<file path="config.mk">
export PLATFORM = sky130hd
export DESIGN_NAME = axiResponseMerger
export DESIGN_NICKNAME = d
export VERILOG_FILES = /design/src/rtl/axiMemPkg.sv /design/src/rtl/axiResponseMerger.sv
export VERILOG_INCLUDE_DIRS = /design/src /design/src/rtl
export SDC_FILE = /design/constraint.sdc
export NUM_CORES = 1
export LEC_CHECK = 0
export BUFFER_PORTS_ARGS = -buffer_cell sky130_fd_sc_hd__buf_4
export CORE_MARGIN = 2
export CORE_UTILIZATION = 48
export DETAILED_ROUTE_END_ITERATION = 8
export PLACE_DENSITY = 0.8
export SKIP_LAST_GASP = 1
export SYNTH_ARGS = -nofsm -noshare
export SYNTH_HDL_FRONTEND = slang
export SYNTH_SLANG_ARGS = --single-unit
</file>
<file path="constraint.sdc">
create_clock -name CLK -period 1.7 [get_ports CLK]
set_input_delay 0 -clock CLK [delete_from_list [all_inputs] [get_ports CLK]]
set_output_delay 0 -clock CLK [all_outputs]
set_load 0.02 [all_outputs]
</file>
<file path="src/rtl/axiMem_consts.svh">
/* Widths and depths of the AXI4 memory slave
   Included by the package and by every RTL file that sizes something */
`ifndef AXI_MEM_CONSTS_SVH
`define AXI_MEM_CONSTS_SVH

// ------------------------------------------------------------
// AXI4 field widths
// ------------------------------------------------------------
`define AXI_ID_W		4		// Transaction ID
`define AXI_ADDR_W		32		// Byte address
`define AXI_DATA_W		32		// One word per beat
`define AXI_LEN_W		8		// Up to 256 beats
`define AXI_SIZE_W		3		// AxSIZE encoding

// ------------------------------------------------------------
// Memory organisation
// ------------------------------------------------------------
`define MEM_BANKS		4		// Word interleaved
`define BANK_DEPTH		256		// Words in each bank
`define BANK_SEL_W		2		// Word address bits 1:0
`define BANK_INDEX_W	8		// Row inside a bank
`define MEM_BYTES		4096	// Whole array, 4 KB

// Read beats waiting for RREADY
`define RFIFO_DEPTH		4

`endif

</file>
<file path="src/rtl/axiMemPkg.sv">
/* Types shared by the AXI4 memory slave blocks
   Channel payloads travel as packed structs with their own valid bit */
`include "axiMem_consts.svh"

package axiMemPkg;

	// Plain vectors
	typedef logic [`AXI_ID_W-1:0]		axiId_t;
	typedef logic [`AXI_ADDR_W-1:0]		axiAddr_t;
	typedef logic [`AXI_DATA_W-1:0]		axiData_t;
	typedef logic [`AXI_DATA_W/8-1:0]	axiStrb_t;	// One bit per byte lane
	typedef logic [`AXI_LEN_W-1:0]		axiLen_t;	// Beats minus one
	typedef logic [`BANK_SEL_W-1:0]		bankSel_t;
	typedef logic [`BANK_INDEX_W-1:0]	bankIndex_t;

	typedef enum logic [1:0] {OKAY = 2'b00, EXOKAY = 2'b01, SLVERR = 2'b10, DECERR = 2'b11} axiResp_t;
	typedef enum logic [1:0] {FIXED = 2'b00, INCR = 2'b01, WRAP = 2'b10, RSVD = 2'b11} axiBurst_t;

	// Sequencer FSM
	typedef enum logic [1:0] {IDLE, WRITE, WRESP, READ} seqState_t;

	// ------------------------------------------------------------
	// Channel structs
	// ------------------------------------------------------------
	typedef struct packed {
		axiId_t		id;
		axiAddr_t	addr;
		axiLen_t	len;
		logic [`AXI_SIZE_W-1:0]	size;
		axiBurst_t	burst;
		logic		valid;
	} axiAddrReq_t;		// AW or AR

	typedef struct packed {
		axiData_t	data;
		axiStrb_t	strb;
		logic		last;
		logic		valid;
	} axiWBeat_t;

	typedef struct packed {
		logic		write;	// Low means read
		bankSel_t	bank;
		bankIndex_t	index;
		axiData_t	data;
		axiStrb_t	strb;
		logic		valid;
	} bankReq_t;		// Broadcast to every bank

	typedef struct packed {
		axiId_t		id;
		bankSel_t	bank;	// Which bank returns the word
		axiResp_t	resp;
		logic		last;
		logic		valid;
	} beatTag_t;

	typedef struct packed {
		axiId_t		id;
		axiResp_t	resp;
		logic		valid;
	} writeDone_t;

	typedef struct packed {
		axiId_t		id;
		axiData_t	data;
		axiResp_t	resp;
		logic		last;
		logic		valid;
	} axiRBeat_t;

	typedef struct packed {
		axiId_t		id;
		axiResp_t	resp;
		logic		valid;
	} axiBResp_t;

endpackage

</file>
<file path="src/rtl/axiResponseMerger.sv">
/* Lines up read tags with bank data and queues R beats in a 4-entry FIFO
   Also holds the B response until BREADY */
`include "axiMem_consts.svh"

module axiResponseMerger (
	input	logic					CLK,
	input	logic					reset,
	input	axiMemPkg::beatTag_t	tag,
	input	axiMemPkg::writeDone_t	writeDone,
	input	axiMemPkg::axiData_t	rdData [`MEM_BANKS],
	output	logic					beatReady,
	output	logic					bDone,
	output	axiMemPkg::axiRBeat_t	rBeat,
	input	logic					rReady,
	output	axiMemPkg::axiBResp_t	bOut,
	input	logic					bReady
);
	import axiMemPkg::*;

	localparam int PTR_W = $clog2(`RFIFO_DEPTH);

	beatTag_t			tagD;		// Tag one cycle late, matches bank output
	axiRBeat_t			pushBeat;
	axiRBeat_t			fifo [`RFIFO_DEPTH];
	logic [PTR_W-1:0]	wrPtr;
	logic [PTR_W-1:0]	rdPtr;
	logic [PTR_W:0]		count;
	logic				push;
	logic				pop;

	// ------------------------------------------------------------
	// Read path
	// ------------------------------------------------------------
	always_comb begin
		pushBeat.id		= tagD.id;
		pushBeat.data	= (tagD.resp == OKAY) ? rdData[tagD.bank] : '0;	// Error beats carry zero
		pushBeat.resp	= tagD.resp;
		pushBeat.last	= tagD.last;
		pushBeat.valid	= tagD.valid;
	end

	assign push = tagD.valid;
	assign pop	= rBeat.valid && rReady;

	// Two free slots, one of them for the beat still inside a bank
	assign beatReady = (count <= (PTR_W + 1)'(`RFIFO_DEPTH - 2));

	always_comb begin
		rBeat		= fifo[rdPtr];
		rBeat.valid	= (count != '0);
	end

	always_ff @(posedge CLK) begin
		tagD.id		<= tag.id;
		tagD.bank	<= tag.bank;
		tagD.resp	<= tag.resp;
		tagD.last	<= tag.last;
		if (push)
			fifo[wrPtr] <= pushBeat;

		if (reset) begin
			tagD.valid	<= 1'b0;
			wrPtr		<= '0;
			rdPtr		<= '0;
			count		<= '0;
		end else begin
			tagD.valid <= tag.valid;
			if (push)
				wrPtr <= wrPtr + 1'b1;
			if (pop)
				rdPtr <= rdPtr + 1'b1;
			case ({push, pop})
				2'b10:		count <= count + 1'b1;
				2'b01:		count <= count - 1'b1;
				default:	count <= count;		// Both or neither
			endcase
		end
	end

	// ------------------------------------------------------------
	// Write response
	// ------------------------------------------------------------
	assign bDone = bOut.valid && bReady;	// Releases the sequencer from WRESP

	always_ff @(posedge CLK) begin
		if (writeDone.valid) begin
			bOut.id		<= writeDone.id;
			bOut.resp	<= writeDone.resp;
		end
		if (reset)
			bOut.valid <= 1'b0;
		else if (writeDone.valid)
			bOut.valid <= 1'b1;
		else if (bDone)
			bOut.valid <= 1'b0;
	end

	// Sequencer must respect beatReady across the bank latency
	fifoNoOverflow: assert property (@(posedge CLK) disable iff (reset)
		push && !pop |-> count < (PTR_W + 1)'(`RFIFO_DEPTH));

endmodule

</file>
==> results.txt, run 1 <==
status: finished, violations left
failing checks: setup timing
Residual DRC: 0
Reg clk slew, reported paths: 0.06 ns
largest area contributor in the netlist: edfxtp_1
synthesized area: 7481 um^2
initial antenna violation count: 0
Post-layout nets: 746
critical path launch point type: flip-flop
first-pass GRT wire length: 24600 um
area post-placement: 9378 um^2
CP Max Fanout: 2
worst skew pair latency: 0.43 ns
root buf cell: clkbuf_16
count leader, synth: edfxtp_1
Avg Inst Size Synth: 21.50 um^2
RSZ-0062 raised after global routing: yes
Hold Startpoint: rReady
Hold Path Depth: 4
CP peak stage delay: 0.34 ns
slew margin rel.: 48.09%
GRT overflow: 0
core area: 15200 um^2
sequential-to-total area share from yosys stat: 70.38%
# clock sinks: 182
vias per inst: 5.402
Starting DRT DRC Count: 298
Worst Hold Class: input pin to flip-flop
Initial Util: 49.21%
fill cell count: 965
routed metal-1 wirelength: 6451 um
antenna-violating nets left: 0
Tot Pwr: 12730 uW
Worst-Margin Slew: 0.7786 ns
top cells by count, synth: edfxtp_1 (162), mux4_2 (71), nor2b_1 (33), dfxtp_1 (20), nor2_1 (9)
worst setup path category: flip-flop to flip-flop
TritonCTS clock tree: yes
Via Count: 4278
arrival time at the worst endpoint: 2.14 ns
R2R Path Start: count[0]
growth of design area from synthesis to finish: 39.10%
port buffer count: 197
FF-to-FF setup slack: -0.09 ns
routability cong.: 0.6981
Static Leak: 0.003820 uW
CTS max path bufs: 2
Boundary Pins: 198
Final HPWL DP: 10560 um
die area: 16600 um^2
Slowest-stage cell, CP: fa_2
antenna cell count: 0
# setup viols final: 40
WL met3: 999 um
vias in the first global route: 4683
Max Cap Viol: 0
Max Slew Vio Count: 0
layout cells sized above 1: 56.62%
wire per inst: 20.31 um
Crit. End Element: flip-flop
final hold vios: 0
DR pass1 iterations: 4
width of the die: 128.8 um
f_max: 0.5584 GHz
period utilization: 105.3%
Tot GR Track Use: 20.22%
Pwr Density: 1223 nW/um^2
worst reg2reg path endpoint: count[2]
end-of-flow core utilization: 68.45%
placed instance count: 735
synthesized flop and latch total: 182
routed wire length: 16090 um
Row Count: 45
uppermost routed layer: met4
Syn Nets: 503
post-route minimum period: 1.791 ns
synth unique cells: 22
Post-Layout Cell Count: 792
critical path launch point: count[0]
worst r2r path cells: 7
Finished Cell Area: 10410 um^2
number of synthesized flops with an enable pin: 162
Die H: 128.8 um
post-synth top area share: 65.03%
pin count of the biggest net entering global routing: 40
Req. time, crit path: 2.05 ns
worst vdd ir: 0.0007852 V
synth top area cells: edfxtp_1 (65%), mux4_2 (21%), dfxtp_1 (5.4%), nor2b_1 (2.8%), ha_1 (0.84%)
critical-path cell list: o31a_1 -> ha_2 -> inv_2 -> fa_2 -> xor2_1 -> or3_1 -> a21oi_2
Final Skew: 0.007478 ns
htree depth: 4
Synth Flop Type: edfxtp_1
YS warnings: 0
Async S/R FF share, synth: 0%
clock buffer count from CTS: 17
final setup margin: -0.09077 ns
tightest hold margin: 0.09548 ns
met2 routed WL: 8338 um
cells after synthesis: 348
routing by layer:
| layer | up-vias | global-route usage, % |
|---|---|---|
| li1 | 1917 | - |
| met1 | 2160 | 24.75 |
| met2 | 176 | 35.01 |
| met3 | 25 | 5.239 |
| met4 | 0 | 7.289 |
| met5 | - | 0 |
worst max-delay path, delay by kind of cell (launching register included):
kind / cells / cell delay (ns)
buffers and inverters: 1 / 0.04
and+or+nand+nor: 1 / 0.34
adders and majority gates: 2 / 0.54
AOI/OAI and AO/OA: 2 / 0.32
DFF: 1 / 0.33
xor gates and xnor gates: 1 / 0.16
layout by cell type, fill, tap and decap left out, types with 2 or more instances in the layout:
master,count
dfxtp_1,13
nor2b_1,33
clkinvlp_4,2
clkbuf_16,19
xor2_1,3
mux4_2,71
buf_12,10
dfxtp_2,6
buf_6,28
xnor2_1,2
inv_1,6
clkinv_4,5
bufinv_16,3
nor2_1,8
ha_1,4
or3_1,2
dlygate4sd3_1,20
and2_2,4
edfxtp_1,162
a21oi_1,3
buf_4,181
layout make-up:
| type | count | area (um^2) | share of cell area [%] |
|---|---|---|---|
| Clock buffer | 19 | 442.9 | 4.256 |
| Clock inverter | 13 | 173.9 | 1.671 |
| Inverter | 7 | 26.28 | 0.2525 |
| Multi-Input combinational cell | 140 | 2085 | 20.03 |
| Sequential cell | 182 | 5276 | 50.70 |
| Tap cell | 188 | 235.2 | 2.260 |
| Timing Repair Buffer | 243 | 2167 | 20.82 |
power breakdown:
part	leakage (uW)	switching [uW]	internal (uW)	total, uW
logic	0.00185	1500	2010	3500
registers	0.00167	132	5060	5190
clock network	0.000296	1670	2370	4040
sequential cells by signal, indices dropped and copies added, names as in the netlist, named ones only:
signal    flops
count         3
push          1
rdPtr         2
fifo        156
bOut          7
tagD          2
pushBeat      7
wrPtr         2
worst max-delay path by stage:
stage	end	cells after the start	slack [ns]
3_5_place_dp	count[2]	7	-0.08
6_report	count[2]	7	-0.09
3_3_place_gp	count[2]	7	0.07
5_1_grt	count[2]	7	-0.15
2_1_floorplan	count[2]	7	0.009
4_1_cts	rBeat[5]	3	-0.10
timing repair:
action,CTS,global route
buffers inserted,2,0
endpoints found under the hold margin,32,0
gates cloned,1,2
gates resized for setup,2,32
hold buffers,20,0
setup endpoints to repair,34,41
pin swaps,1,1
kinds of logic after synthesis:
kind of cell | count (synthesis) | share of synthesized area (%)
flip-flops | 182 | 70.38
multiplexers | 72 | 21.51
AND/OR/NAND/NOR | 50 | 3.880
buffers and inverters | 26 | 1.974
AO/OA/AOI/OAI | 7 | 0.5686
adder cells (fa/ha/maj) | 6 | 1.104
XOR/XNOR | 5 | 0.5855
per-stage QoR:
stage          TNS [ns]  setup WS, ns
2_1_floorplan         0      0.008932
3_3_place_gp          0       0.07261
3_5_place_dp   -0.07629      -0.07629
4_1_cts          -2.317       -0.1020
5_1_grt          -4.512       -0.1541
6_report         -2.227      -0.09077
Note: power is estimated with default switching activity, not from simulation.
==> inputs of run 2 (changes only) <==
REMOVE_ABC_BUFFERS = 1   (was not set)
==> run 2 against run 1 <==
Effect of this change:
- the flow still finishes with violations (setup timing)
- highest routed layer unchanged
- clock skew up 0.0018 ns
- total power down 5.7%
- register-to-register slack better by 0.02 ns
- wire length down 3.3%
- die area is the same
- sequential share of layout area rose by 1.1 points
- count of clock-buffer cells in the layout stayed put
==> results.txt, run 2 (synthesis results as in run 1) <==
die area: 16600 um^2 (unchanged)
period utilization: 104.0% (-1.4 points)
GRT overflow: 0 (unchanged)
antenna cell count: 0 (unchanged)
Die H: 128.8 um (unchanged)
clock buffer count from CTS: 17 (unchanged)
failing checks: setup timing
critical path launch point type: flip-flop
critical-path cell list: o31a_1 -> ha_2 -> inv_1 -> fa_2 -> xor2_1 -> or3_1 -> a21oi_2
vias per inst: 5.326 (-1.4%)
routability cong.: 0.6791 (-2.7%)
Post-layout nets: 744 (-0.27%)
routed wire length: 15550 um (-3.3%)
growth of design area from synthesis to finish: 36.06%
post-route minimum period: 1.768 ns (-0.02323 ns)
TritonCTS clock tree: yes
layout cells sized above 1: 55.91% (-0.72 points)
largest register by flop count: fifo
tightest hold margin: 0.05860 ns (-0.03688 ns)
RSZ-0062 raised after global routing: yes
Tot GR Track Use: 19.46% (-0.76 points)
CP bufs+invs: 1 (unchanged)
Worst Hold Class: input pin to flip-flop
slew margin rel.: 70.15% (+22 points)
critical path's top delay family: adder cells
antenna-violating nets left: 0 (unchanged)
CP Max Fanout: 2 (unchanged)
# setup viols final: 22 (-45%)
worst vdd ir: 0.0007575 V (-3.5%)
DR pass1 iterations: 4 (unchanged)
Via Count: 4202 (-1.8%)
Boundary Pins: 198 (unchanged)
Reg clk slew, reported paths: 0.06 ns (about the same)
CTS max path bufs: 2 (unchanged)
pin count of the biggest net entering global routing: 33 (-18%)
Final Skew: 0.009267 ns (+0.001789 ns)
commonest cells after routing, fill and taps aside: buf_4 (211), edfxtp_1 (162), mux4_2 (71)
Slowest-stage cell, CP: dfxtp_2
most common cell after layout, fill and taps aside: buf_4
Max Slew Vio Count: 0 (unchanged)
root buf cell: clkbuf_16
Static Leak: 0.003727 uW (-2.4%)
Pwr Density: 1180 nW/um^2 (-3.6%)
Initial Util: 49.21% (unchanged)
core area: 15200 um^2 (unchanged)
max reg flops: 156 (unchanged)
Finished Cell Area: 10180 um^2 (-2.2%)
Final HPWL DP: 10730 um (+1.7%)
final hold vios: 0 (unchanged)
Setup TNS: -0.2532 ns (+1.974 ns)
port buffer count: 197 (unchanged)
Starting DRT DRC Count: 222 (-26%)
arrival time at the worst endpoint: 2.11 ns (-0.03 ns)
Residual DRC: 0 (unchanged)
Row Count: 45 (unchanged)
initial antenna violation count: 0 (unchanged)
final setup margin: -0.06754 ns (+0.02323 ns)
f_max: 0.5658 GHz (+1.3%)
wire per inst: 19.71 um (-3.0%)
CP peak stage delay: 0.34 ns (about the same)
Crit. End Element: flip-flop
# clock sinks: 182 (unchanged)
vias in the first global route: 4670 (-0.28%)
status: finished, violations left
area post-placement: 9376 um^2 (about the same)
first-pass GRT wire length: 23580 um (-4.1%)
width of the die: 128.8 um (unchanged)
worst setup path category: flip-flop to flip-flop
htree depth: 4 (unchanged)
Max Cap Viol: 0 (unchanged)
Worst-Margin Slew: 0.4422 ns (-0.3364 ns)
worst skew pair latency: 0.41 ns (-0.02 ns)
Req. time, crit path: 2.04 ns (about the same)
-- run 2: changes by cell type in the layout (fill, tap and decap cells not counted), sizes merged --
cell,change
clkinvlp,+3
inv,-1
clkinv,-2
clkbuf,-2
bufinv,-1
-- run 2: final cells by class --
class	count	area (um^2)
sequential	182	5276
fill	1012	5024
multi-input combinational	140	2085
timing repair buffer	241	1984
clock buffer	19	442.9
tap	188	235.2
clock inverter	12	128.9
inverter	7	26.28
-- run 2: metal layers --
layer	vias up	GRT usage, %	share of wire, %
met1	2103	22.56	38
met4	0	6.714	1.3
met2	163	34.86	55
met3	19	5.489	6.3
met5	-	0	0
li1	1917	-	-
-- run 2: through the flow --
stage          cells  setup WS [ns]  total power (uW)  utilization, %
5_1_grt          789        -0.1154             12480           66.95
3_3_place_gp     736        0.02098              8260           61.68
6_report         789       -0.06754             12010           66.95
4_1_cts          788       -0.07230             12120           66.87
2_1_floorplan    329        -0.8177              6984               -
3_5_place_dp     736        -0.1538              8324           61.68
-- run 2: report_power, final --
group	leakage (uW)	switching, uW	internal (uW)
combinational	0.00179	1440	1690
clock	0.000265	1550	2190
sequential	0.00167	82.9	5060
total	0.00373	3070	8940
-- run 2: path summary, 6_finish.rpt --
kind                                  start         end  slack (ns)  depth (start not counted)
worst max-delay path               count[2]    count[2]       -0.07                          7
worst max register to register     count[2]    count[2]       -0.07                          7
worst min register to register  pushBeat[1]  fifo[1][1]        0.49                          0
worst min-delay path                 rReady   flip-flop        0.06                          4
-- run 2: worst min-delay path, cell delays in order --
cell	delay, ns
buf_4	0.11
o311ai_0	0.11
xor2_1	0.08
nor2_1	0.12
-- run 2: what timing repair did --
| action | 4_1_cts | 5_1_grt |
|---|---|---|
| gates resized for setup | 4 | 3 |
| setup endpoints to repair | 40 | 45 |
| pin swaps | 2 | 3 |
| hold endpoints to repair | 32 | 0 |
| buffers inserted | 1 | 1 |
| hold buffers | 20 | 0 |
