[config.mk]
export PLATFORM = sky130hd
export DESIGN_NAME = axiBurstSequencer
export DESIGN_NICKNAME = d
export VERILOG_FILES = /design/src/rtl/axiMemPkg.sv /design/src/rtl/axiBurstSequencer.sv
export VERILOG_INCLUDE_DIRS = /design/src /design/src/rtl
export SDC_FILE = /design/constraint.sdc
export NUM_CORES = 1
export LEC_CHECK = 0
export ABC_AREA = 1
export BUFFER_PORTS_ARGS = -buffer_cell sky130_fd_sc_hd__buf_2
export CAP_MARGIN = 20
export CORE_MARGIN = 5
export CORE_UTILIZATION = 43
export DETAILED_ROUTE_END_ITERATION = 6
export GPL_ROUTABILITY_DRIVEN = 0
export GPL_TIMING_DRIVEN = 0
export MAX_ROUTING_LAYER = met4
export PLACE_DENSITY = 0.83
export SYNTH_ARGS = -nofsm -noshare
export SYNTH_HDL_FRONTEND = slang
export SYNTH_SLANG_ARGS = --single-unit
[constraint.sdc]
create_clock -name CLK -period 1.9 [get_ports CLK]
set_input_delay 0.38 -clock CLK [delete_from_list [all_inputs] [get_ports CLK]]
set_output_delay 0.38 -clock CLK [all_outputs]
set_load 0.1 [all_outputs]
[src/rtl/axiMem_consts.svh]
/* Widths and depths of the AXI4 memory slave
   Included by the package and by every RTL file that sizes something */
`ifndef AXI_MEM_CONSTS_SVH
`define AXI_MEM_CONSTS_SVH

// ------------------------------------------------------------
// AXI4 field widths
// ------------------------------------------------------------
`define AXI_ID_W		4		// Transaction ID
`define AXI_ADDR_W		32		// Byte address
`define AXI_DATA_W		32		// One word per beat
`define AXI_LEN_W		8		// Up to 256 beats
`define AXI_SIZE_W		3		// AxSIZE encoding

// ------------------------------------------------------------
// Memory organisation
// ------------------------------------------------------------
`define MEM_BANKS		4		// Word interleaved
`define BANK_DEPTH		256		// Words in each bank
`define BANK_SEL_W		2		// Word address bits 1:0
`define BANK_INDEX_W	8		// Row inside a bank
`define MEM_BYTES		4096	// Whole array, 4 KB

// Read beats waiting for RREADY
`define RFIFO_DEPTH		4

`endif

[src/rtl/axiMemPkg.sv]
/* Types shared by the AXI4 memory slave blocks
   Channel payloads travel as packed structs with their own valid bit */
`include "axiMem_consts.svh"

package axiMemPkg;

	// Plain vectors
	typedef logic [`AXI_ID_W-1:0]		axiId_t;
	typedef logic [`AXI_ADDR_W-1:0]		axiAddr_t;
	typedef logic [`AXI_DATA_W-1:0]		axiData_t;
	typedef logic [`AXI_DATA_W/8-1:0]	axiStrb_t;	// One bit per byte lane
	typedef logic [`AXI_LEN_W-1:0]		axiLen_t;	// Beats minus one
	typedef logic [`BANK_SEL_W-1:0]		bankSel_t;
	typedef logic [`BANK_INDEX_W-1:0]	bankIndex_t;

	typedef enum logic [1:0] {OKAY = 2'b00, EXOKAY = 2'b01, SLVERR = 2'b10, DECERR = 2'b11} axiResp_t;
	typedef enum logic [1:0] {FIXED = 2'b00, INCR = 2'b01, WRAP = 2'b10, RSVD = 2'b11} axiBurst_t;

	// Sequencer FSM
	typedef enum logic [1:0] {IDLE, WRITE, WRESP, READ} seqState_t;

	// ------------------------------------------------------------
	// Channel structs
	// ------------------------------------------------------------
	typedef struct packed {
		axiId_t		id;
		axiAddr_t	addr;
		axiLen_t	len;
		logic [`AXI_SIZE_W-1:0]	size;
		axiBurst_t	burst;
		logic		valid;
	} axiAddrReq_t;		// AW or AR

	typedef struct packed {
		axiData_t	data;
		axiStrb_t	strb;
		logic		last;
		logic		valid;
	} axiWBeat_t;

	typedef struct packed {
		logic		write;	// Low means read
		bankSel_t	bank;
		bankIndex_t	index;
		axiData_t	data;
		axiStrb_t	strb;
		logic		valid;
	} bankReq_t;		// Broadcast to every bank

	typedef struct packed {
		axiId_t		id;
		bankSel_t	bank;	// Which bank returns the word
		axiResp_t	resp;
		logic		last;
		logic		valid;
	} beatTag_t;

	typedef struct packed {
		axiId_t		id;
		axiResp_t	resp;
		logic		valid;
	} writeDone_t;

	typedef struct packed {
		axiId_t		id;
		axiData_t	data;
		axiResp_t	resp;
		logic		last;
		logic		valid;
	} axiRBeat_t;

	typedef struct packed {
		axiId_t		id;
		axiResp_t	resp;
		logic		valid;
	} axiBResp_t;

endpackage

[src/rtl/axiBurstSequencer.sv]
/* Takes AW, W and AR one transaction at a time and checks the burst once
   Each beat becomes one bank request, reads also send a tag to the merger */
`include "axiMem_consts.svh"

module axiBurstSequencer (
	input	logic					CLK,
	input	logic					reset,
	input	axiMemPkg::axiAddrReq_t	aw,
	output	logic					awReady,
	input	axiMemPkg::axiAddrReq_t	ar,
	output	logic					arReady,
	input	axiMemPkg::axiWBeat_t	w,
	output	logic					wReady,
	input	logic					beatReady,	// Merger has room for one more read beat
	input	logic					bDone,		// B handshake seen
	output	axiMemPkg::bankReq_t	bankReq,
	output	axiMemPkg::beatTag_t	tag,
	output	axiMemPkg::writeDone_t	writeDone
);
	import axiMemPkg::*;

	seqState_t		state;
	axiAddr_t		curAddr;
	axiAddr_t		nextAddr;
	axiBurst_t		curBurst;
	axiId_t			curId;
	axiResp_t		errResp;	// Decided at address time
	axiLen_t		remaining;	// Beats left after the current one
	axiAddrReq_t	selReq;
	bankReq_t		wrReq;		// Write beat, one cycle after W
	bankSel_t		curBank;
	bankIndex_t		curIndex;
	logic			addrHs;
	logic			wHs;
	logic			rdIssue;

	// Size, burst type and range in one place for AW and AR
	function automatic axiResp_t checkReq(input axiAddrReq_t req);
		if (req.addr >= `MEM_BYTES)
			return DECERR;
		if (req.size != `AXI_SIZE_W'($clog2(`AXI_DATA_W / 8)))
			return SLVERR;		// Only full words
		if (req.burst != INCR && req.burst != FIXED)
			return SLVERR;		// WRAP and reserved
		return OKAY;
	endfunction

	// ------------------------------------------------------------
	// Handshakes
	// ------------------------------------------------------------
	assign awReady	= (state == IDLE) && aw.valid;
	assign arReady	= (state == IDLE) && ar.valid && !aw.valid;	// Writes win
	assign addrHs	= awReady || arReady;
	assign selReq	= aw.valid ? aw : ar;
	assign wReady	= (state == WRITE);
	assign wHs		= wReady && w.valid;
	assign rdIssue	= (state == READ) && beatReady;

	// Bits above 11 drop out here, so INCR wraps inside the 4 KB
	assign curBank	= curAddr[2 +: `BANK_SEL_W];
	assign curIndex	= curAddr[2 + `BANK_SEL_W +: `BANK_INDEX_W];
	assign nextAddr	= (curBurst == FIXED) ? curAddr : curAddr + axiAddr_t'(`AXI_DATA_W / 8);

	always_ff @(posedge CLK) begin
		// Payload, no reset
		if (addrHs) begin
			curId		<= selReq.id;
			curAddr		<= selReq.addr;
			curBurst	<= selReq.burst;
			remaining	<= selReq.len;
			errResp		<= checkReq(selReq);
		end else if (wHs || rdIssue) begin
			curAddr		<= nextAddr;
			remaining	<= remaining - 1'b1;
		end
		wrReq.write		<= (errResp == OKAY);	// Error bursts drain W without writing
		wrReq.bank		<= curBank;
		wrReq.index		<= curIndex;
		wrReq.data		<= w.data;
		wrReq.strb		<= w.strb;
		writeDone.id	<= curId;
		writeDone.resp	<= errResp;

		if (reset) begin
			state			<= IDLE;
			wrReq.valid		<= 1'b0;
			writeDone.valid	<= 1'b0;
		end else begin
			wrReq.valid		<= wHs;
			writeDone.valid	<= wHs && w.last;	// One pulse per burst
			case (state)
				IDLE:	if (addrHs) state <= awReady ? WRITE : READ;
				WRITE:	if (wHs && w.last) state <= WRESP;
				WRESP:	if (bDone) state <= IDLE;	// No new address until B is taken
				READ:	if (rdIssue && remaining == '0) state <= IDLE;
				default:	state <= IDLE;
			endcase
		end
	end

	// Read beats go out combinationally so data lands 3 cycles after AR
	always_comb begin
		bankReq = wrReq;
		if (rdIssue) begin
			bankReq.write	= 1'b0;
			bankReq.bank	= curBank;
			bankReq.index	= curIndex;
			bankReq.data	= '0;
			bankReq.strb	= '0;
			bankReq.valid	= (errResp == OKAY);	// Error beats skip the banks
		end
	end

	assign tag.id		= curId;
	assign tag.bank		= curBank;
	assign tag.resp		= errResp;
	assign tag.last		= (remaining == '0);
	assign tag.valid	= rdIssue;

	// ------------------------------------------------------------
	// Checks
	// ------------------------------------------------------------
	// WREADY opens only right after an accepted AW
	wReadyAfterAw: assert property (@(posedge CLK) disable iff (reset)
		$rose(wReady) |-> $past(awReady));
	// The last tag closes the burst, no stray beat behind it
	lastTagEndsBurst: assert property (@(posedge CLK) disable iff (reset)
		tag.valid && tag.last |=> !tag.valid);

endmodule

==> flow_metrics.env, run 1 <==
export IMPL_status="finished with violations"
export IMPL_violations="negative setup slack"
export IMPL_clock_fmax_mhz=506
export IMPL_syn_area_per_cell_um2=8.21
export IMPL_grt_pass1_vias=4100
export IMPL_worstPathMaxFanout=7
export IMPL_skew_ns=0.0197
export IMPL_n_fill_cell=432
export IMPL_cts_tree="yes"
export IMPL_post_route_period_util_pct=104
export IMPL_r2r_start="state[1]$_SDFFE_PP0P_"
export IMPL_slowest_stage="dfxtp_2"
export IMPL_maxCapViolations=0
export IMPL_worst_pin_slew_ns=0.487
export IMPL_met3_length_mm=1.54
export IMPL_final_min_clock_period_ns=1.98
export IMPL_syn_inst=426
export IMPL_final_common_cell="buf_2"
export IMPL_ys_seq_area_share_pct=55.0
export IMPL_grt_max_degree=18
export IMPL_cp_end_kind="output port"
export IMPL_clk_path_buf_depth=2
export IMPL_port_buffer_count=204
export IMPL_drt_met1_wl_mm=5.78
export IMPL_ant_nets=0
export IMPL_synth_cell_type_count=30
export IMPL_multi_input_area_mm2=0.00158
export IMPL_slowest_delay_ns=0.35
export IMPL_leakage_nw=3.11
export IMPL_via_count=4072
export IMPL_min_to="wrReq[10]$_DFF_P_"
export IMPL_rsz0062_at_grt="true"
export IMPL_drv_slew=0
export IMPL_worst_slack_ns=-0.0752
export IMPL_most_common_layout_cells="buf_2, nand2_1, dfxtp_1"
export IMPL_cts_sinks=83
export IMPL_cts_inserted_buffers=9
export IMPL_hold_viol=0
export IMPL_coreArea_mm2=0.00781
export IMPL_fin_tns_setup_ns=-1.24
export IMPL_die_h_um=100
export IMPL_grt_pass1_wl_mm=21.5
export IMPL_synthesis_area_mm2=0.00350
export IMPL_drive_gt1_share_pct=54.3
export IMPL_wl_met2_mm=8.00
export IMPL_grt_util_all_layers_pct=28.4
export IMPL_cp_required_ns=1.52
export IMPL_worstPathBufferInverterCount=5
export IMPL_powerDensity_mw_per_mm2=1630
export IMPL_worst_setup_path_type="register to output port"
export IMPL_viasPerCell=5.35
export IMPL_root_buffer="clkbuf_8"
export IMPL_path_cells="nand2_2 > inv_4 > nand2_8 > buf_12 > buf_8 > nand2_4 > inv_4 > buf_12"
export IMPL_cp_start_kind="register"
export IMPL_drt_wirelength_per_cell_um=21.3
export IMPL_hp_class="primary input to register"
export IMPL_holdBufCountCts=0
export IMPL_holdWs_ns=0.109
export IMPL_dr_max_layer_used="met4"
export IMPL_rrSetupSlack_ns=0.06
export IMPL_seqCellArea_mm2=0.00192
export IMPL_wl_mm=16.2
export IMPL_start_util_pct=44.8
export IMPL_overflow=0
export IMPL_peakVddDrop_mv=0.625
export IMPL_yosys_warnings=0
export IMPL_ys_ff_latch=83
export IMPL_relSlewSlack_pct=67.4
export IMPL_area_growth_pct=79.1
export IMPL_die_area_mm2=0.0100
export IMPL_nets=798
export IMPL_clk_pin_slew_ns=0.10
export IMPL_reg2reg_depth=7
export IMPL_setup_viol=41
export IMPL_hp_start="w[11]"
export IMPL_io_pins=210
export IMPL_synth_fp_nets=571
export IMPL_cts_htree_levels=3
export IMPL_drc_errors=0
export IMPL_antenna_found_initial=0
export IMPL_clkLatencyLatePin_ns=0.36
export IMPL_r2r_end="curAddr[7]$_DFFE_PP_"
export IMPL_hpwl_mm=8.55
export IMPL_min_path_cells=1
export IMPL_rows=32
export IMPL_first_iter_violations=346
export IMPL_die_w_um=100
export IMPL_dr_pass1_iters=6
export IMPL_path_delay_family="buffers and inverters"
export IMPL_arrival_ns=1.60
-- layer usage --
layer	up-vias	global-route usage, %
li1	1794	-
met1	1886	32.6
met2	314	49.6
met3	78	5.56
met4	0	9.33
met5	-	-
-- worst reg2reg max path: stages, from the launching register on --
cell	delay [ns]
dfxtp_2	0.35
buf_4	0.15
inv_1	0.11
nand2_1	0.15
clkinvlp_4	0.13
nand2_2	0.10
nand3_4	0.15
o31a_2	0.37
-- synth_stat cells --
| master | instances | area share (%) |
|---|---|---|
| buf_2 | 7 | 1.0 |
| ha_1 | 3 | 1.1 |
| o21ai_4 | 1 | 0.47 |
| nor2_1 | 44 | 4.7 |
| o21ai_0 | 16 | 2.3 |
| nor3b_1 | 1 | 0.21 |
| edfxtp_1 | 26 | 22 |
| or2_2 | 5 | 0.89 |
| clkbuf_1 | 3 | 0.32 |
| nand2_1 | 131 | 14 |
| buf_4 | 5 | 1.1 |
| a21oi_1 | 5 | 0.72 |
| a21o_1 | 2 | 0.43 |
| o211ai_1 | 3 | 0.64 |
| inv_4 | 1 | 0.18 |
| o32ai_1 | 1 | 0.25 |
| dfxtp_1 | 57 | 33 |
| inv_1 | 62 | 6.7 |
| nor3_1 | 6 | 0.86 |
| nor4_1 | 3 | 0.54 |
| o31a_1 | 1 | 0.25 |
| o31ai_1 | 3 | 0.64 |
| nand4_1 | 5 | 0.89 |
| buf_6 | 3 | 0.97 |
| xor2_1 | 6 | 1.5 |
| nand3_1 | 16 | 2.3 |
| mux2i_1 | 3 | 0.86 |
| o21ai_1 | 2 | 0.29 |
| nand3b_1 | 1 | 0.21 |
| a31oi_1 | 4 | 0.72 |
-- layout make-up --
type,instances,area share [%]
repair buffers,218,31.6
flip-flops and latches,83,30.7
multi-input cells,262,25.3
inverters,63,4.56
clock buffers,12,3.00
plain buffers,16,2.32
well taps,102,2.04
clock inverters,4,0.420
diodes,1,0.0400
-- through the flow --
stage | worst slack [ns] | power [mW] | util [%] | instances | area (um2)
5_1_grt | -0.108 | 10.6 | 80.2 | 760 | 6260
6_report | -0.0752 | 10.2 | 80.2 | 761 | 6260
3_3_place_gp | -0.320 | 7.17 | 60.6 | 732 | 4730
3_5_place_dp | -0.335 | 7.28 | 60.6 | 732 | 4730
4_1_cts | -0.0334 | 9.58 | 76.1 | 759 | 5940
2_1_floorplan | -0.149 | 6.40 | - | 426 | 3580
-- how the worst max path moves through the flow --
stage / from / end / cells past startpoint
5_1_grt: state[0]$_SDFFE_PP0P_ / bankReq[7] / 8
6_report: state[0]$_SDFFE_PP0P_ / bankReq[7] / 8
3_3_place_gp: beatReady / bankReq[45] / 6
2_1_floorplan: state[0]$_SDFFE_PP0P_ / bankReq[39] / 5
3_5_place_dp: beatReady / bankReq[45] / 6
4_1_cts: state[0]$_SDFFE_PP0P_ / bankReq[0] / 8
-- cell families (layout without fill, tap and decap cells) --
| kind of cell | Yosys count | in the layout | synth area share, % |
|---|---|---|---|
| AO/OA/AOI/OAI | 38 | 38 | 6.69 |
| XOR/XNOR | 6 | 6 | 1.50 |
| adder cells (fa/ha/maj) | 3 | 3 | 1.07 |
| buffers and inverters | 81 | 313 | 10.2 |
| flip-flops | 83 | 83 | 55.0 |
| multiplexers | 3 | 3 | 0.859 |
| other | 0 | 1 | 0 |
| AND/OR/NAND/NOR | 212 | 212 | 24.7 |
-- timing repair --
item / in CTS / in global routing
gates cloned: 4 / 1
setup endpoints to repair: 62 / 53
buffers inserted: 7 / 2
pin swaps: 0 / 7
resized for setup: 291 / 85
-- registers in the layout (all words and copies together), names as in the netlist --
name	flops
wrReq	48
state	2
writeDone	7
curAddr	10
curBurst	2
curId	4
errResp	2
remaining	8
-- report_power, final --
group          switching (mW)  internal (mW)  leakage [nW]  total, mW
clock network           0.701          0.673         0.114       1.37
logic                    4.16           1.88          2.27       6.04
registers               0.345           2.47         0.729       2.81
total                    5.21           5.02          3.11       10.2
Power figures use the tool's default switching activity.
==> run 2, diff against run 1 <==
CORE_UTILIZATION = 45   (was 43)
CTS_BUF_LIST = sky130_fd_sc_hd__clkbuf_4 sky130_fd_sc_hd__clkbuf_8   (was not set)
PLACE_DENSITY = 0.86   (was 0.83)
REMOVE_ABC_BUFFERS = 1   (was not set)
==> run 2 against run 1 <==
Against the previous run:
- the run now fails in detailed routing
- area after synthesis is the same
- global-route usage shrank 3.0 points
- synthesized cell count is the same
==> flow_metrics.env, run 2 <==
export IMPL_grt_pass1_wl_mm=18.8
export IMPL_status="aborted with a tool error"
export IMPL_postGrtWorstEndpoint="awReady"
export IMPL_overflow=0
export IMPL_start_util_pct=45.7
export IMPL_hpwl_mm=7.70
export IMPL_stop_stage="detailed routing"
export IMPL_synth_cell_type_count=30
export IMPL_die_h_um=98.1
export IMPL_yosys_area_top_type="dfxtp_1"
export IMPL_syn_inst=426
export IMPL_cts_inserted_buffers=9
export IMPL_synth_edf_count=26
export IMPL_yosys_warnings=0
export IMPL_grt_max_degree=31
export IMPL_worst_ep_kind="output port"
export IMPL_ys_top_cells_by_area="dfxtp_1, edfxtp_1, nand2_1"
export IMPL_synthesis_area_mm2=0.00350
export IMPL_antenna_found_initial=1
export IMPL_port_buffer_count=205
export IMPL_rows=32
export IMPL_yosys_area_top_type_share_pct=32.6
export IMPL_synth_common_cells="nand2_1, inv_1, dfxtp_1, nor2_1, edfxtp_1"
export IMPL_grt_util_all_layers_pct=25.4
export IMPL_cts_sinks=83
export IMPL_syn_area_per_cell_um2=8.21
export IMPL_place_inst=716
export IMPL_root_buffer="clkbuf_8"
export IMPL_holdBufCountCts=0
export IMPL_cts_htree_levels=3
export IMPL_tool_error="[ERROR DRT-0255] Maze Route cannot find path of net CLK in worker of routeBox ( 48300 0 ) ( 98140 48300 )."
export IMPL_die_w_um=98.1
export IMPL_io_pins=210
export IMPL_clk_path_buf_depth=2
export IMPL_ys_flop_type="dfxtp_1"
export IMPL_ys_seq_area_share_pct=55.0
export IMPL_synth_most_common_cell="nand2_1"
export IMPL_grt_pass1_vias=3957
export IMPL_ys_async_sr_fraction_pct=0
export IMPL_ys_ff_latch=83
-- run 2: through the flow --
stage	hold slack, ns	util [%]	cell area, um2	setup slack [ns]	TNS [ns]
global route	0.109	78.0	5960	-0.174	-3.32
floorplan	0.370	-	3380	-2.06	-49.52
detailed placement	0.350	59.6	4550	-0.874	-20.73
global placement	0.346	59.3	4530	-1.50	-73.40
CTS	0.118	72.4	5530	-0.125	-1.19
-- run 2: logic make-up after synthesis --
group,Yosys count,share of synthesized area [%]
and+or+nand+nor,212,24.7
DFF,83,55.0
buffers and inverters,81,10.2
AOI/OAI and AO/OA,38,6.69
xor gates and xnor gates,6,1.50
muxes,3,0.859
adders and majority gates,3,1.07
-- run 2: repair_timing --
| action | in CTS | in global routing |
|---|---|---|
| gates cloned | 5 | 3 |
| buffers inserted | 9 | 4 |
| hold endpoints to repair | 0 | 0 |
| pin swaps | 7 | 7 |
| setup endpoints to repair | 76 | 63 |
| resized for setup | 188 | 105 |
-- run 2: per-layer routing --
metal	track usage, %
met5	-
met4	11.8
met3	6.21
met2	45.9
met1	25.6
==> run 3, diff against run 2 <==
CORE_UTILIZATION = 35   (was 45)
CTS_BUF_LIST = not set   (was sky130_fd_sc_hd__clkbuf_4 sky130_fd_sc_hd__clkbuf_8)
MAX_ROUTING_LAYER = not set   (was met4)
PLACE_DENSITY = not set   (was 0.86)
PLACE_DENSITY_LB_ADDON = 0.15   (was not set)
==> run 3 against run 2 <==
Against the previous run:
- the flow now finishes, with violations (negative setup slack)
- global-route usage down 6.8 points
==> flow_metrics.env, run 3 (same netlist as run 1, synthesis figures left out) <==
export IMPL_cp_start_kind="register"
export IMPL_status="finished with violations"
export IMPL_placed_area_mm2=0.00460
export IMPL_hold_viol=0
export IMPL_grt_max_degree=31
export IMPL_num_antenna_cells=0
export IMPL_grt_pass1_vias=3585
export IMPL_post_route_period_util_pct=102
export IMPL_seq_power_share_pct=29.1
export IMPL_skew_ns=0.00889
export IMPL_cp_end_kind="output port"
export IMPL_rows=36
export IMPL_final_common_cell="buf_2"
export IMPL_violations="negative setup slack"
export IMPL_area_growth_pct=69.1
export IMPL_cts_tree="yes"
export IMPL_cp_required_ns=1.52
export IMPL_internal_power_mw=4.73
export IMPL_cts_sinks=83
export IMPL_drt_wirelength_per_cell_um=15.5
export IMPL_final_min_clock_period_ns=1.94
export IMPL_largest_reg_flops=48
export IMPL_clk_path_buf_depth=2
export IMPL_start_util_pct=35.8
export IMPL_overflow=0
export IMPL_reg2reg_depth=7
export IMPL_die_h_um=110
export IMPL_min_path_cells=1
export IMPL_peakVddDrop_mv=0.663
export IMPL_relSlewSlack_pct=55.3
export IMPL_worst_pin_slew_ns=0.670
export IMPL_post_route_util_pct=60.5
export IMPL_coreArea_mm2=0.00977
export IMPL_die_w_um=110
export IMPL_place_inst=747
export IMPL_setup_viol=10
export IMPL_critPathLaunch="state[0]$_SDFFE_PP0P_"
export IMPL_wl_mm=12.2
export IMPL_cts_htree_levels=3
export IMPL_first_iter_violations=125
export IMPL_combPwrFrac_pct=56.7
export IMPL_top_register="wrReq"
export IMPL_rsz0062_at_grt="true"
export IMPL_dr_pass1_iters=4
export IMPL_design_area_mm2=0.00591
export IMPL_leakage_nw=3.00
export IMPL_grt_pass1_wl_mm=17.0
export IMPL_drv_slew=0
export IMPL_rrSetupSlack_ns=0.11
export IMPL_most_common_layout_cells="buf_2, nand2_1, dfxtp_1"
export IMPL_clk_pin_slew_ns=0.09
export IMPL_hpwl_mm=7.69
export IMPL_worstPathMaxFanout=6
export IMPL_hp_class="primary input to register"
export IMPL_power_total_mw=9.44
export IMPL_drc_errors=0
export IMPL_antenna_found_initial=0
export IMPL_grt_util_all_layers_pct=18.6
export IMPL_die_area_mm2=0.0121
export IMPL_via_count=3571
export IMPL_cts_inserted_buffers=9
export IMPL_clockPowerShare_pct=14.2
export IMPL_root_buffer="clkbuf_8"
export IMPL_r2r_end="curAddr[5]$_DFFE_PP_"
export IMPL_layoutNonFillerInstCount=786
export IMPL_n_fill_cell=862
export IMPL_p_switching_mw=4.71
export IMPL_reg_top3="wrReq: 48 flops, curAddr: 10 flops, remaining: 8 flops"
export IMPL_hp_start="w[17]"
export IMPL_ant_nets=0
export IMPL_worst_setup_path_type="register to output port"
export IMPL_clkLatencyLatePin_ns=0.35
export IMPL_maxCapViolations=0
export IMPL_worst_slack_ns=-0.0365
export IMPL_swShare_pct=49.9
export IMPL_io_pins=210
export IMPL_viasPerCell=4.54
export IMPL_drive_gt1_share_pct=47.8
export IMPL_powerDensity_mw_per_mm2=1600
export IMPL_port_buffer_count=205
export IMPL_clock_fmax_mhz=516
export IMPL_arrival_ns=1.56
export IMPL_min_to="wrReq[16]$_DFF_P_"
export IMPL_fin_tns_setup_ns=-0.201
export IMPL_r2r_start="state[0]$_SDFFE_PP0P_"
export IMPL_nets=793
==> run 3: layout make-up <==
class	instances	area [um2]	area share (%)
timing repair inverter	1	5.00	0.0847
timing repair buffer	226	1890	31.9
multi-input combinational	264	1440	24.3
tap	133	166	2.81
clock inverter	3	26.3	0.444
inverter	63	272	4.59
clock buffer	13	191	3.24
sequential	83	1930	32.6
==> run 3: critical path, stage by stage (launching register included) <==
cell,delay (ns)
dfxtp_4,0.36
nand2_4,0.09
inv_8,0.05
nand2_8,0.11
buf_16,0.13
clkinvlp_4,0.13
nand2_1,0.11
nand2_2,0.07
buf_12,0.16
==> run 3: timing repair <==
| action | in CTS | in global routing |
|---|---|---|
| hold endpoints to repair | 0 | 0 |
| resized for setup | 176 | 95 |
| pin swaps | 3 | 1 |
| endpoints found under the setup margin | 75 | 56 |
| hold buffers | 0 | 0 |
| buffers inserted | 13 | 5 |
| gates cloned | 5 | 0 |
==> run 3: through the flow <==
stage / setup slack [ns] / hold WS [ns]
after global placement: -1.57 / 0.347
after floorplan: -2.06 / 0.370
final: -0.0365 / 0.122
after CTS: -0.105 / 0.100
after detailed placement: -0.813 / 0.352
after global routing: -0.132 / 0.0944
==> run 3: per-layer routing <==
metal / routed length [um] / global-route usage (%)
met2: 6280 / 33.1
met4: 210 / 6.59
met3: 1290 / 6.52
met1: 4400 / 20.3
met5: 0 / 0
==> run 3: power groups by stage <==
| stage | sequential, mW | clock, mW | combinational [mW] |
|---|---|---|---|
| 3_5_place_dp | 2.76 | 0 | 4.22 |
| 4_1_cts | 2.72 | 1.37 | 5.07 |
| 5_1_grt | 2.81 | 1.46 | 5.67 |
| 2_1_floorplan | 3.25 | 0 | 2.86 |
| 3_3_place_gp | 2.74 | 0 | 4.18 |
| 6_report | 2.74 | 1.34 | 5.36 |
==> run 3: how the worst max path moves through the flow <==
stage | end | slack (ns) | cells after the start
after floorplan | bankReq[38] | -2.06 | 4
after global placement | curAddr[2]$_DFFE_PP_ | -1.57 | 5
after detailed placement | curAddr[2]$_DFFE_PP_ | -0.81 | 4
after CTS | bankReq[46] | -0.10 | 8
after global routing | bankReq[46] | -0.13 | 8
final | bankReq[46] | -0.04 | 8
==> run 4, diff against run 3 <==
REMOVE_ABC_BUFFERS = not set   (was 1)
SLEW_MARGIN = 10   (was not set)
==> run 4 against run 3 <==
Against the previous run:
- the flow still finishes with violations (negative setup slack)
- sequential cell count stayed put
- final cell count up 0.38%
- count of clock-buffer cells in the layout decreased by 1
- hold slack about the same
- design area increased by 3.9%
- sequential share of layout area is 1.2 points lower
- utilization rose by 2.3 points
- via count rose by 0.45%
- combinational power rose by 4.3%
- critical path depth did not move
- global-route usage is essentially flat
- die area unchanged
- critical path type unchanged
- critical endpoint is now bankReq[8]
- largest cell class is now buffers
==> flow_metrics.env, run 4 (same netlist as run 1, synthesis figures left out) <==
export IMPL_grt_util_all_layers_pct=18.6
export IMPL_critPathLaunch="state[1]$_SDFFE_PP0P_"
export IMPL_rows=36
export IMPL_cp_end_kind="output port"
export IMPL_reg2reg_depth=7
export IMPL_powerDensity_mw_per_mm2=1560
export IMPL_die_area_mm2=0.0121
export IMPL_skew_ns=0.00808
export IMPL_worstPathMaxFanout=8
export IMPL_relSlewSlack_pct=65.1
export IMPL_overflow=0
export IMPL_ant_nets=0
export IMPL_grt_max_degree=18
export IMPL_top_register="wrReq"
export IMPL_antenna_found_initial=0
export IMPL_post_route_util_pct=62.8
export IMPL_grt_pass1_wl_mm=17.1
export IMPL_coreArea_mm2=0.00977
export IMPL_pre_cts_slack_ns=-0.354
export IMPL_wl_mm=12.3
export IMPL_hp_class="primary input to register"
export IMPL_most_common_layout_cells="buf_2, nand2_1, dfxtp_1"
export IMPL_hpwl_mm=8.41
export IMPL_rrSetupSlack_ns=0.20
export IMPL_worst_setup_path_type="register to output port"
export IMPL_die_w_um=110
export IMPL_worst_pin_slew_ns=0.524
export IMPL_clk_pin_slew_ns=0.09
export IMPL_cp_required_ns=1.52
export IMPL_clock_fmax_mhz=523
export IMPL_final_min_clock_period_ns=1.91
export IMPL_clkLatencyLatePin_ns=0.35
export IMPL_drv_slew=0
export IMPL_cp_start_kind="register"
export IMPL_post_route_period_util_pct=101
export IMPL_r2r_end="curAddr[11]$_DFFE_PP_"
export IMPL_status="finished with violations"
export IMPL_largest_reg_flops=48
export IMPL_num_antenna_cells=0
export IMPL_port_buffer_count=204
export IMPL_start_util_pct=35.8
export IMPL_setup_viol=2
export IMPL_arrival_ns=1.53
export IMPL_violations="negative setup slack"
export IMPL_maxCapViolations=0
export IMPL_hold_viol=0
export IMPL_hp_start="w[22]"
export IMPL_cts_htree_levels=3
export IMPL_drt_wirelength_per_cell_um=15.5
export IMPL_dr_pass1_iters=4
export IMPL_cts_tree="yes"
export IMPL_min_to="wrReq[21]$_DFF_P_"
export IMPL_peakVddDrop_mv=0.643
export IMPL_area_growth_pct=75.6
export IMPL_rsz0062_at_grt="true"
export IMPL_io_pins=210
export IMPL_leakage_nw=3.05
export IMPL_grt_pass1_vias=3670
export IMPL_cts_sinks=83
export IMPL_cts_inserted_buffers=9
export IMPL_reg_top3="wrReq: 48 flops, curAddr: 10 flops, remaining: 8 flops"
export IMPL_final_common_cell="buf_2"
export IMPL_root_buffer="clkbuf_8"
export IMPL_worst_slack_ns=-0.0139
export IMPL_drive_gt1_share_pct=53.5
export IMPL_die_h_um=110
export IMPL_clk_path_buf_depth=2
export IMPL_first_iter_violations=76
export IMPL_min_path_cells=1
export IMPL_fin_tns_setup_ns=-0.0214
export IMPL_nets=796
export IMPL_r2r_start="state[1]$_SDFFE_PP0P_"
export IMPL_viasPerCell=4.55
export IMPL_via_count=3587
export IMPL_drc_errors=0
## run 4: cell types whose count changed in the layout (fill, tap and decap cells not counted), moves of 3 or more
cell,change
nand2_1,-22
nand2_2,+19
inv_1,-13
buf_12,+12
inv_4,+9
buf_4,-7
buf_6,-6
inv_2,+6
buf_16,-3
buf_2,+3
nand2_4,+3
o21ai_2,-3
## run 4: area by class of cell
cell class	instances	area, um2
inverter	63	284
fill	852	3630
sequential	83	1920
multi-input combinational	262	1510
clock buffer	12	176
tap	133	166
timing repair buffer	214	1870
clock inverter	4	28.8
buffer	18	180
## run 4: worst max path at each step
| stage | end | slack, ns | cells past startpoint |
|---|---|---|---|
| 3_5_place_dp | bankReq[44] | -0.35 | 6 |
| 3_3_place_gp | bankReq[44] | -0.34 | 6 |
| 6_report | bankReq[8] | -0.01 | 8 |
| 2_1_floorplan | bankReq[39] | -0.15 | 5 |
| 4_1_cts | bankReq[0] | -0.03 | 8 |
| 5_1_grt | bankReq[8] | -0.06 | 8 |
## run 4: critical path, stage by stage (launching register included)
cell	delay, ns
dfxtp_2	0.35
nand2_2	0.07
inv_2	0.05
nand2_4	0.09
buf_12	0.16
clkbuf_16	0.17
nand2_4	0.05
inv_2	0.07
buf_12	0.17
## run 4: timing repair
item                                   4_1_cts  5_1_grt
resized for setup                          233      101
pin swaps                                    2        4
endpoints found under the hold margin        0        0
gates cloned                                 1        3
buffers inserted                             5        1
setup endpoints to repair                   62       53
hold buffers                                 0        0
## run 4: per-layer routing
metal	global-route usage [%]	routed length, um	up-vias
met2	32.7	6190	162
met1	21.2	4720	1619
met4	8.10	285	0
met5	0	0	-
li1	-	-	1785
met3	4.64	1060	21
## run 4: where the power goes
part	switching [mW]	total [mW]	internal (mW)
clock network	0.647	1.28	0.632
logic	3.86	5.59	1.72
registers	0.270	2.73	2.46
## run 4: stage by stage
step	hold slack, ns	instance area (um2)	total power [mW]	std cells
after floorplan	0.343	3580	6.40	426
after global placement	0.352	4770	7.22	763
after detailed placement	0.351	4770	7.29	763
after CTS	0.105	5730	9.36	785
after global routing	0.103	6140	10.1	789
final	0.122	6140	9.60	789
